--- config.mk ---
export PLATFORM = sky130hd
export DESIGN_NAME = xpu_lite
export DESIGN_NICKNAME = d
export VERILOG_FILES = /design/src/source/xpu_timing_pkg.sv /design/src/source/wifi_frame_pkg.sv /design/src/source/rx_hdr_if.sv /design/src/source/tsf_timer.sv /design/src/source/rx_header_parse.sv /design/src/source/nav_tracker.sv /design/src/source/cw_exp.sv /design/src/source/csma_backoff.sv /design/src/source/xpu_lite.sv
export SDC_FILE = /design/constraint.sdc
export NUM_CORES = 1
export LEC_CHECK = 0
export ABC_AREA = 1
export ABC_CLOCK_PERIOD_IN_PS = 5100
export BUFFER_PORTS_ARGS = -buffer_cell sky130_fd_sc_hd__buf_2
export CAP_MARGIN = 20
export CORE_UTILIZATION = 35
export DETAILED_ROUTE_END_ITERATION = 8
export PLACE_DENSITY_LB_ADDON = 0.1
export SYNTH_ARGS = -nofsm -noshare
export SYNTH_HDL_FRONTEND = slang
export SYNTH_SLANG_ARGS = --single-unit
--- constraint.sdc ---
create_clock -name clk_i -period 5.1 [get_ports clk_i]
set_input_delay 0.255 -clock clk_i [delete_from_list [all_inputs] [get_ports clk_i]]
set_output_delay 0.255 -clock clk_i [all_outputs]
set_load 0.05 [all_outputs]
--- src/source/xpu_timing_pkg.sv ---
// fixed 5 GHz OFDM timing, no band switching and no runtime override
// all times in microseconds unless the name says otherwise
`default_nettype none

package xpu_timing_pkg;

    // 100 MHz system clock
    localparam int CLK_PER_US     = 100;
    localparam int TSF_WIDTH      = 64;
    localparam int US_CNT_WIDTH   = 16;

    localparam int SLOT_TIME_US   = 9;
    localparam int SIFS_TIME_US   = 16;
    localparam int DIFS_TIME_US   = SIFS_TIME_US + 2 * SLOT_TIME_US;

    // contention window is 2^exp - 1 slots
    localparam int CW_EXP_WIDTH   = 4;
    localparam int CW_MIN_EXP     = 4;
    localparam int CW_MAX_EXP     = 10;
    localparam int SLOT_CNT_WIDTH = 10;

    typedef enum logic [1:0] {IDLE, WAIT_DIFS, BACKOFF, GRANT} backoff_state_t;

endpackage

`default_nettype wire

--- src/source/wifi_frame_pkg.sv ---
// 802.11 MAC header layout, only the fields up to address 1
// byte indices count from the first frame control byte
`default_nettype none

package wifi_frame_pkg;

    localparam int FC_WIDTH         = 16;
    localparam int DUR_WIDTH        = 16;
    localparam int MAC_ADDR_WIDTH   = 48;
    localparam int BYTE_IDX_WIDTH   = 16;

    localparam int FC_FIRST_BYTE    = 0;
    localparam int DUR_FIRST_BYTE   = 2;
    localparam int ADDR1_FIRST_BYTE = 4;
    localparam int ADDR1_LAST_BYTE  = 9;

    // bit 15 set means AID or reserved, not a duration
    localparam int NAV_DUR_LIMIT    = 32768;

    // frame control bits 3:2
    typedef enum logic [1:0] {MGMT = 2'b00, CTRL = 2'b01, DATA = 2'b10, RSVD = 2'b11}
        frame_type_t;

endpackage

`default_nettype wire

--- src/source/rx_hdr_if.sv ---
// parsed header fields, valids are single-cycle pulses
// fields hold until the next packet start
`default_nettype none

interface rx_hdr_if import wifi_frame_pkg::*; ();

    logic [FC_WIDTH-1:0]       fc;
    logic [DUR_WIDTH-1:0]      duration;
    logic [MAC_ADDR_WIDTH-1:0] addr1;
    logic                      fc_valid;
    logic                      addr1_valid;

    modport parser (output fc, duration, addr1, fc_valid, addr1_valid);
    modport nav    (input duration, addr1, fc_valid, addr1_valid);

endinterface

`default_nettype wire

--- src/source/tsf_timer.sv ---
// 1 us pulse from a free prescaler, TSF steps on that pulse
// a load restarts the prescaler so the next pulse is a full us later
`default_nettype none

module tsf_timer import xpu_timing_pkg::*; (
    input  logic                 clk_i,
    input  logic                 rst_n_i,
    input  logic                 tsf_load_i,
    input  logic [TSF_WIDTH-1:0] tsf_load_val_i,
    output logic [TSF_WIDTH-1:0] tsf_o,
    output logic                 tsf_pulse_1m_o
);

    logic [$clog2(CLK_PER_US)-1:0] presc_q;

    always_ff @(posedge clk_i) begin
        if (!rst_n_i) begin
            presc_q        <= '0;
            tsf_o          <= '0;
            tsf_pulse_1m_o <= 1'b0;
        end else if (tsf_load_i) begin
            presc_q        <= '0;
            tsf_o          <= tsf_load_val_i;
            tsf_pulse_1m_o <= 1'b0;
        end else if (int'(presc_q) == CLK_PER_US - 1) begin
            // pulse and count step land in the same cycle
            presc_q        <= '0;
            tsf_o          <= tsf_o + 1'b1;
            tsf_pulse_1m_o <= 1'b1;
        end else begin
            presc_q        <= presc_q + 1'b1;
            tsf_pulse_1m_o <= 1'b0;
        end
    end

endmodule

`default_nettype wire

--- src/source/rx_header_parse.sv ---
// bytes are taken by index, fields little-endian, no stall on the byte stream
// a byte arriving together with pkt_start_i is dropped
`default_nettype none

module rx_header_parse import wifi_frame_pkg::*; (
    input  logic                      clk_i,
    input  logic                      rst_n_i,
    input  logic                      pkt_start_i,
    input  logic [7:0]                rx_byte_i,
    input  logic                      rx_byte_valid_i,
    input  logic [BYTE_IDX_WIDTH-1:0] rx_byte_idx_i,
    rx_hdr_if.parser                  hdr
);

    logic [BYTE_IDX_WIDTH-1:0] addr1_off;
    logic                      in_addr1;

    // byte position inside address 1
    assign addr1_off = rx_byte_idx_i - BYTE_IDX_WIDTH'(ADDR1_FIRST_BYTE);
    assign in_addr1  = (rx_byte_idx_i >= ADDR1_FIRST_BYTE) &&
                       (rx_byte_idx_i <= ADDR1_LAST_BYTE);

    always_ff @(posedge clk_i) begin
        if (!rst_n_i || pkt_start_i) begin
            hdr.fc          <= '0;
            hdr.duration    <= '0;
            hdr.addr1       <= '0;
            hdr.fc_valid    <= 1'b0;
            hdr.addr1_valid <= 1'b0;
        end else begin
            hdr.fc_valid    <= 1'b0;
            hdr.addr1_valid <= 1'b0;
            if (rx_byte_valid_i) begin
                if (rx_byte_idx_i == FC_FIRST_BYTE) begin
                    hdr.fc[7:0] <= rx_byte_i;
                end else if (rx_byte_idx_i == FC_FIRST_BYTE + 1) begin
                    hdr.fc[15:8] <= rx_byte_i;
                    hdr.fc_valid <= 1'b1;
                end else if (rx_byte_idx_i == DUR_FIRST_BYTE) begin
                    hdr.duration[7:0] <= rx_byte_i;
                end else if (rx_byte_idx_i == DUR_FIRST_BYTE + 1) begin
                    hdr.duration[15:8] <= rx_byte_i;
                end else if (in_addr1) begin
                    hdr.addr1[addr1_off*8 +: 8] <= rx_byte_i;
                    // last byte lands with the pulse, so addr1 is whole
                    if (rx_byte_idx_i == ADDR1_LAST_BYTE) begin
                        hdr.addr1_valid <= 1'b1;
                    end
                end
            end
        end
    end

endmodule

`default_nettype wire

--- src/source/nav_tracker.sv ---
// virtual carrier sense, NAV kept in us and never shortened by a new frame
// durations with bit 15 set are ignored
`default_nettype none

module nav_tracker import xpu_timing_pkg::*, wifi_frame_pkg::*; (
    input  logic                      clk_i,
    input  logic                      rst_n_i,
    rx_hdr_if.nav                     hdr,
    input  logic [MAC_ADDR_WIDTH-1:0] self_mac_i,
    input  logic                      tsf_pulse_1m_i,
    output logic                      nav_busy_o
);

    logic [US_CNT_WIDTH-1:0] nav_q;
    logic [US_CNT_WIDTH-1:0] nav_dec;
    logic                    hdr_seen_q;
    logic                    nav_hit;

    assign nav_dec = (tsf_pulse_1m_i && nav_q != '0) ? nav_q - 1'b1 : nav_q;

    // only frames whose header started in this packet and are not for us
    assign nav_hit = hdr.addr1_valid && hdr_seen_q &&
                     (hdr.addr1 != self_mac_i) &&
                     (hdr.duration < NAV_DUR_LIMIT);

    always_ff @(posedge clk_i) begin
        if (!rst_n_i) begin
            nav_q      <= '0;
            hdr_seen_q <= 1'b0;
        end else begin
            if (hdr.fc_valid) begin
                hdr_seen_q <= 1'b1;
            end else if (hdr.addr1_valid) begin
                hdr_seen_q <= 1'b0;
            end
            // keep the longer of the remaining and the new reservation
            if (nav_hit && hdr.duration > nav_dec) begin
                nav_q <= hdr.duration;
            end else begin
                nav_q <= nav_dec;
            end
        end
    end

    assign nav_busy_o = (nav_q != '0);

endmodule

`default_nettype wire

--- src/source/cw_exp.sv ---
// binary exponential backoff window, one step per completed try
`default_nettype none

module cw_exp import xpu_timing_pkg::*; (
    input  logic                    clk_i,
    input  logic                    rst_n_i,
    input  logic                    tx_done_i,
    input  logic                    tx_ok_i,
    output logic [CW_EXP_WIDTH-1:0] cw_exp_o
);

    always_ff @(posedge clk_i) begin
        if (!rst_n_i) begin
            cw_exp_o <= CW_EXP_WIDTH'(CW_MIN_EXP);
        end else if (tx_done_i) begin
            if (tx_ok_i) begin
                cw_exp_o <= CW_EXP_WIDTH'(CW_MIN_EXP);
            end else if (cw_exp_o < CW_MAX_EXP) begin
                // failed try doubles the window
                cw_exp_o <= cw_exp_o + 1'b1;
            end
        end
    end

endmodule

`default_nettype wire

--- src/source/csma_backoff.sv ---
// DCF access, DIFS then random slots, frozen count survives a busy channel
// tx_req_i must stay high until the grant, grant holds until tx_done_i
`default_nettype none

module csma_backoff import xpu_timing_pkg::*; (
    input  logic                      clk_i,
    input  logic                      rst_n_i,
    input  logic                      tsf_pulse_1m_i,
    input  logic                      cca_busy_i,
    input  logic                      nav_busy_i,
    input  logic [CW_EXP_WIDTH-1:0]   cw_exp_i,
    input  logic                      tx_req_i,
    input  logic                      tx_done_i,
    output logic                      tx_grant_o,
    output logic [SLOT_CNT_WIDTH-1:0] num_slot_random_o
);

    backoff_state_t            state_q;
    logic [US_CNT_WIDTH-1:0]   us_cnt_q;
    logic [SLOT_CNT_WIDTH-1:0] slot_left_q;
    logic [SLOT_CNT_WIDTH-1:0] cw_mask;
    logic [SLOT_CNT_WIDTH-1:0] slot_draw;
    logic [15:0]               lfsr_q;
    logic                      busy;

    // physical or virtual carrier sense
    assign busy = cca_busy_i | nav_busy_i;

    assign cw_mask   = {SLOT_CNT_WIDTH{1'b1}} >> (SLOT_CNT_WIDTH - cw_exp_i);
    assign slot_draw = lfsr_q[SLOT_CNT_WIDTH-1:0] & cw_mask;

    // x^16 + x^14 + x^13 + x^11, free running
    always_ff @(posedge clk_i) begin
        if (!rst_n_i) begin
            lfsr_q <= 16'hace1;
        end else begin
            lfsr_q <= {lfsr_q[14:0], lfsr_q[15] ^ lfsr_q[13] ^ lfsr_q[12] ^ lfsr_q[10]};
        end
    end

    always_ff @(posedge clk_i) begin
        if (!rst_n_i) begin
            state_q           <= IDLE;
            us_cnt_q          <= '0;
            slot_left_q       <= '0;
            num_slot_random_o <= '0;
        end else begin
            case (state_q)
                IDLE: begin
                    if (tx_req_i) begin
                        state_q  <= WAIT_DIFS;
                        us_cnt_q <= '0;
                    end
                end
                WAIT_DIFS: begin
                    // first pulse only aligns to the us grid
                    if (busy) begin
                        us_cnt_q <= '0;
                    end else if (tsf_pulse_1m_i) begin
                        if (us_cnt_q == US_CNT_WIDTH'(DIFS_TIME_US)) begin
                            state_q  <= BACKOFF;
                            us_cnt_q <= '0;
                            // frozen count from an earlier attempt is kept
                            if (slot_left_q == '0) begin
                                slot_left_q       <= slot_draw;
                                num_slot_random_o <= slot_draw;
                            end
                        end else begin
                            us_cnt_q <= us_cnt_q + 1'b1;
                        end
                    end
                end
                BACKOFF: begin
                    if (busy) begin
                        state_q  <= WAIT_DIFS;
                        us_cnt_q <= '0;
                    end else if (slot_left_q == '0) begin
                        state_q <= GRANT;
                    end else if (tsf_pulse_1m_i) begin
                        if (us_cnt_q == US_CNT_WIDTH'(SLOT_TIME_US - 1)) begin
                            us_cnt_q    <= '0;
                            slot_left_q <= slot_left_q - 1'b1;
                        end else begin
                            us_cnt_q <= us_cnt_q + 1'b1;
                        end
                    end
                end
                GRANT: begin
                    if (tx_done_i) begin
                        state_q <= IDLE;
                    end
                end
                default: state_q <= IDLE;
            endcase
        end
    end

    assign tx_grant_o = (state_q == GRANT);

endmodule

`default_nettype wire

--- src/source/xpu_lite.sv ---
// MAC timing core, channel busy comes in ready made on cca_busy_i
// single clock domain, 100 MHz assumed by the us prescaler
`default_nettype none

module xpu_lite import xpu_timing_pkg::*, wifi_frame_pkg::*; (
    input  logic                      clk_i,
    input  logic                      rst_n_i,
    input  logic [7:0]                rx_byte_i,
    input  logic                      rx_byte_valid_i,
    input  logic [BYTE_IDX_WIDTH-1:0] rx_byte_idx_i,
    input  logic                      pkt_start_i,
    input  logic [MAC_ADDR_WIDTH-1:0] self_mac_i,
    input  logic                      cca_busy_i,
    input  logic                      tx_req_i,
    input  logic                      tx_done_i,
    input  logic                      tx_ok_i,
    input  logic                      tsf_load_i,
    input  logic [TSF_WIDTH-1:0]      tsf_load_val_i,
    output logic [TSF_WIDTH-1:0]      tsf_o,
    output logic                      tsf_pulse_1m_o,
    output logic [FC_WIDTH-1:0]       fc_o,
    output logic [DUR_WIDTH-1:0]      duration_o,
    output logic [MAC_ADDR_WIDTH-1:0] addr1_o,
    output logic                      addr1_valid_o,
    output logic                      nav_busy_o,
    output logic                      tx_grant_o,
    output logic [SLOT_CNT_WIDTH-1:0] num_slot_random_o,
    output logic [CW_EXP_WIDTH-1:0]   cw_exp_o
);

    rx_hdr_if hdr ();

    assign fc_o          = hdr.fc;
    assign duration_o    = hdr.duration;
    assign addr1_o       = hdr.addr1;
    assign addr1_valid_o = hdr.addr1_valid;

    tsf_timer tsf_timer_i (
        .clk_i          (clk_i),
        .rst_n_i        (rst_n_i),
        .tsf_load_i     (tsf_load_i),
        .tsf_load_val_i (tsf_load_val_i),
        .tsf_o          (tsf_o),
        .tsf_pulse_1m_o (tsf_pulse_1m_o)
    );

    rx_header_parse rx_header_parse_i (
        .clk_i           (clk_i),
        .rst_n_i         (rst_n_i),
        .pkt_start_i     (pkt_start_i),
        .rx_byte_i       (rx_byte_i),
        .rx_byte_valid_i (rx_byte_valid_i),
        .rx_byte_idx_i   (rx_byte_idx_i),
        .hdr             (hdr.parser)
    );

    nav_tracker nav_tracker_i (
        .clk_i          (clk_i),
        .rst_n_i        (rst_n_i),
        .hdr            (hdr.nav),
        .self_mac_i     (self_mac_i),
        .tsf_pulse_1m_i (tsf_pulse_1m_o),
        .nav_busy_o     (nav_busy_o)
    );

    cw_exp cw_exp_i (
        .clk_i     (clk_i),
        .rst_n_i   (rst_n_i),
        .tx_done_i (tx_done_i),
        .tx_ok_i   (tx_ok_i),
        .cw_exp_o  (cw_exp_o)
    );

    csma_backoff csma_backoff_i (
        .clk_i             (clk_i),
        .rst_n_i           (rst_n_i),
        .tsf_pulse_1m_i    (tsf_pulse_1m_o),
        .cca_busy_i        (cca_busy_i),
        .nav_busy_i        (nav_busy_o),
        .cw_exp_i          (cw_exp_o),
        .tx_req_i          (tx_req_i),
        .tx_done_i         (tx_done_i),
        .tx_grant_o        (tx_grant_o),
        .num_slot_random_o (num_slot_random_o)
    );

endmodule

`default_nettype wire

==> impl_metrics.sql <==
INSERT INTO impl_metrics (metric_group, metric, value, unit) VALUES
('run_status', 'outcome', 'finished, final reports clean', ''),
('timing', 'final.setup.tns', '0', 'ns'),
('cts', 'cts_tree', 'done', ''),
('floorplan', 'start_util', '0.3562', ''),
('critical_path', 'critical-path-max-stage-delay', '0.45', 'ns'),
('placed_design', 'hpwl_after_detailed_placement', '34.87', 'mm'),
('critical_path', 'worst_ep_arrival_time', '4.67', 'ns'),
('run', 'max_cap_viol_count', '0', ''),
('timing', 'min_hold_slack', '0.02799', 'ns'),
('global_routing', 'wire_length_of_the_first_global_routing_pass', '74.40', 'mm'),
('drt', 'routed-via-count', '14500', ''),
('finish', 'mostFrequentLayoutCell', 'sky130_fd_sc_hd__nand2_1', ''),
('cts', 'cts_sinks', '229', ''),
('critical_path', 'worst-r2r-setup-slack', '0.86', 'ns'),
('global_routing', 'grt_use_met3', '0.03393', ''),
('finish', 'mostFrequentLayoutCells', 'sky130_fd_sc_hd__nand2_1 (501), sky130_fd_sc_hd__buf_2 (306), sky130_fd_sc_hd__inv_1 (264)', ''),
('power', 'cellLeakagePower', '7.941', 'nW'),
('drt', 'drc_errors', '0', ''),
('finish', 'drive_gt1_frac', '0.1764', ''),
('floorplan', 'total_die_area', '40220', 'um^2'),
('min_path', 'worstHoldStart', 'tsf_load_val_i[49]', ''),
('critical_path', 'critical_path.endpoint_type', 'flop', ''),
('finish', 'multiInputGateArea', '7906', 'um^2'),
('synth', 'syn-cell-area', '13800', 'um^2'),
('cts', 'post-cts-setup-buffers', '0', ''),
('cts', 'ctsLongestPathBuffers', '3', ''),
('timing', 'maxSlewHeadroom', '0.3760', ''),
('drt', 'finalWirelength', '46.90', 'mm'),
('timing', 'rsz0062_at_grt', 'false', ''),
('placed_design', 'port_buffers', '306', ''),
('timing', 'worst_slew_pin_slew', '0.9275', 'ns'),
('global_routing', 'gr-usage-met1', '0.2990', ''),
('critical_path', 'critPathMaxFanout', '31', ''),
('timing', 'final.min_clock_period', '4.241', 'ns'),
('power', 'power.density', '288.1', 'nW/um^2'),
('cts', 'clk_pin_slew', '0.06', 'ns'),
('drt', 'wl_per_cell', '15.89', 'um'),
('synth', 'syn-instance-count', '2065', ''),
('timing', 'fmax', '235.8', 'MHz'),
('global_routing', 'antenna_found_initial', '2', ''),
('floorplan', 'die_height', '200.6', 'um'),
('timing', 'setup_viol', '0', ''),
('floorplan', 'coreArea', '38740', 'um^2'),
('global_routing', 'maximum_number_of_pins_on_one_net_before_global_route_repair', '78', ''),
('critical_path', 'startpoint_type', 'flop', ''),
('cts', 'htree_levels', '1', ''),
('finish', 'design_area', '17360', 'um^2'),
('global_routing', 'met2_usage', '0.3864', ''),
('finish', 'final_cell_count_no_fill', '2951', ''),
('floorplan', 'std_cell_rows', '72', ''),
('placed_design', 'detailedPlace.worstSlack', '0.4945', 'ns'),
('synth', 'synth_enable_flop_cells', '0', ''),
('global_routing', 'globalRoute.busiestLayer', 'met2', ''),
('synth', 'yosys_warnings', '0', ''),
('timing', 'report.final.hold_viol_count', '0', ''),
('floorplan', 'die_width', '200.6', 'um'),
('synth', 'yosys_register_bits', '229', ''),
('cts', 'worst_skew_pair.late_latency', '0.56', 'ns'),
('power', 'ir_drop', '0.2140', 'mV'),
('drt', 'drt-initial-drc-count', '885', ''),
('finish', 'area.growth.synth_to_final', '25.83', '%'),
('min_path', 'timing.hold.worst_endpoint', 'tsf_timer_i.tsf_o[49]', ''),
('timing', 'finalWorstSetupSlack', '0.8586', 'ns'),
('critical_path', 'worst_ep_required_time', '5.53', 'ns'),
('floorplan', 'number_of_ports_placed_on_the_die_boundary', '307', ''),
('drt', 'post_drt_via_cell_ratio', '4.912', ''),
('placed_design', 'dpl-instance-area', '15760', 'um^2'),
('synth', 'yosys_most_used_dff', 'sky130_fd_sc_hd__dfxtp_1', ''),
('cts', 'numCtsBuffers', '30', ''),
('global_routing', 'overflow', '0', ''),
('placed_design', 'gp_congestion', '0.8978', '');
==> metrics by stage <==
| stage | util | total power, W |
|---|---|---|
| 6_report | 0.4482 | 0.005003 |
| 5_1_grt | 0.4482 | 0.005262 |
| 4_1_cts | 0.4480 | 0.005070 |
| 3_5_place_dp | 0.4069 | 0.002952 |
| 3_3_place_gp | 0.4069 | 0.002941 |
| 2_1_floorplan | - | 0.002657 |
==> repair_timing <==
item,in CTS,in global routing
resized for setup,0,1
hold endpoints to repair,64,0
setup endpoints to repair,0,15
hold buffers,64,0
==> critical path: cells and delay by family, from the launching register on <==
family	cells	cell delay, ns
flip-flops	1	0.31
XOR/XNOR	1	0.16
buffers and inverters	4	0.23
adder cells (fa/ha/maj)	2	0.50
AO/OA/AOI/OAI	3	0.80
AND/OR/NAND/NOR	16	2.11
==> synth_stat cells (2+ instances only) <==
cell type,number,area (um^2)
sky130_fd_sc_hd__and2_1,2,12.51
sky130_fd_sc_hd__o221ai_1,7,61.31
sky130_fd_sc_hd__a31oi_1,42,262.8
sky130_fd_sc_hd__o21ai_0,85,425.4
sky130_fd_sc_hd__ha_1,39,488.0
sky130_fd_sc_hd__nand4_4,6,127.6
sky130_fd_sc_hd__nor3b_1,5,37.54
sky130_fd_sc_hd__inv_2,7,26.28
sky130_fd_sc_hd__nand3_1,99,495.5
sky130_fd_sc_hd__a211oi_1,19,142.6
sky130_fd_sc_hd__nand2_4,2,22.52
sky130_fd_sc_hd__o211ai_1,14,105.1
sky130_fd_sc_hd__o21a_1,5,37.54
sky130_fd_sc_hd__or2_2,11,68.82
sky130_fd_sc_hd__nor3_1,61,305.3
sky130_fd_sc_hd__nand2_1,501,1881
sky130_fd_sc_hd__xor2_1,58,508.0
sky130_fd_sc_hd__nand3b_1,4,30.03
sky130_fd_sc_hd__a22oi_1,3,22.52
sky130_fd_sc_hd__clkbuf_1,42,157.7
sky130_fd_sc_hd__a2111oi_0,2,17.52
sky130_fd_sc_hd__buf_6,5,56.30
sky130_fd_sc_hd__a21oi_1,90,450.4
sky130_fd_sc_hd__buf_2,3,15.01
sky130_fd_sc_hd__nor4_1,12,75.07
sky130_fd_sc_hd__clkinv_1,2,7.510
sky130_fd_sc_hd__nand4_1,63,394.1
sky130_fd_sc_hd__o22ai_1,3,18.77
sky130_fd_sc_hd__o2111ai_1,2,17.52
sky130_fd_sc_hd__o21ai_1,4,20.02
sky130_fd_sc_hd__nand2_2,14,87.58
sky130_fd_sc_hd__dfxtp_1,229,4584
sky130_fd_sc_hd__a221oi_1,3,26.28
sky130_fd_sc_hd__nor2_1,251,942.2
sky130_fd_sc_hd__buf_4,3,22.52
sky130_fd_sc_hd__xnor2_1,58,508.0
sky130_fd_sc_hd__o21bai_1,4,30.03
sky130_fd_sc_hd__inv_1,264,991.0
sky130_fd_sc_hd__buf_1,12,45.04
sky130_fd_sc_hd__nor2_2,8,50.05
sky130_fd_sc_hd__nor2_4,10,112.6
==> worst max path at each step <==
stage | startpoint | to | slack [ns] | cells after the start
floorplan | tsf_timer_i.tsf_pulse_1m_o | nav_tracker_i.nav_q[0] | 1.56 | 22
global placement | nav_tracker_i.nav_q[0] | nav_tracker_i.nav_q[4] | 0.63 | 26
detailed placement | nav_tracker_i.nav_q[0] | nav_tracker_i.nav_q[5] | 0.49 | 26
CTS | nav_tracker_i.nav_q[0] | nav_tracker_i.nav_q[5] | 0.50 | 26
global route | nav_tracker_i.nav_q[0] | nav_tracker_i.nav_q[2] | 0.18 | 26
finish | nav_tracker_i.nav_q[0] | nav_tracker_i.nav_q[5] | 0.86 | 26
==> flip-flops by register name, summed over array words and instances (netlist names), 2 cells and up <==
signal	cells
tsf_timer_i.tsf_o	64
rx_header_parse_i.hdr.fc	16
csma_backoff_i.us_cnt_q	16
csma_backoff_i.num_slot_random_o	10
csma_backoff_i.slot_left_q	10
cw_exp_i.cw_exp_o	4
tsf_timer_i.presc_q	7
rx_header_parse_i.hdr.duration	16
rx_header_parse_i.hdr.addr1	48
csma_backoff_i.state_q	2
csma_backoff_i.lfsr_q	16
nav_tracker_i.nav_q	16
==> area by class of cell <==
type | instances | share of cell area
inverter | 274 | 0.05938
tap | 518 | 0.03733
clock inverter | 12 | 0.005044
sequential | 229 | 0.2640
timing repair buffer | 379 | 0.1290
multi-input combinational | 1497 | 0.4554
clock buffer | 41 | 0.04972
antenna | 1 | 0.0001441
==> where the power goes <==
group | leakage [nW] | switching, W | internal, W
Clock | 0.477 | 0.000830 | 0.00122
Sequential | 1.86 | 0.0000745 | 0.00186
Combinational | 5.60 | 0.000687 | 0.000326
Total | 7.94 | 0.00159 | 0.00341
==> cells by family (layout without fill, tap and decap cells) <==
family,after synthesis,in the layout,synth area share
other,0,1,0
adder cells (fa/ha/maj),39,39,0.03536
AND/OR/NAND/NOR,1055,1055,0.3413
buffers and inverters,339,706,0.09621
AO/OA/AOI/OAI,287,287,0.1212
flip-flops,229,229,0.3322
XOR/XNOR,116,116,0.07363
==> metal layers <==
| layer | wire (um) | vias up | part of all wire |
|---|---|---|---|
| li1 | - | 7394 | - |
| met1 | 21400 | 6669 | 0.46 |
| met2 | 22030 | 366 | 0.47 |
| met3 | 2305 | 64 | 0.049 |
| met4 | 1141 | 2 | 0.024 |
| met5 | 14 | - | 0.00030 |
Note: power is estimated with default switching activity, not from simulation.
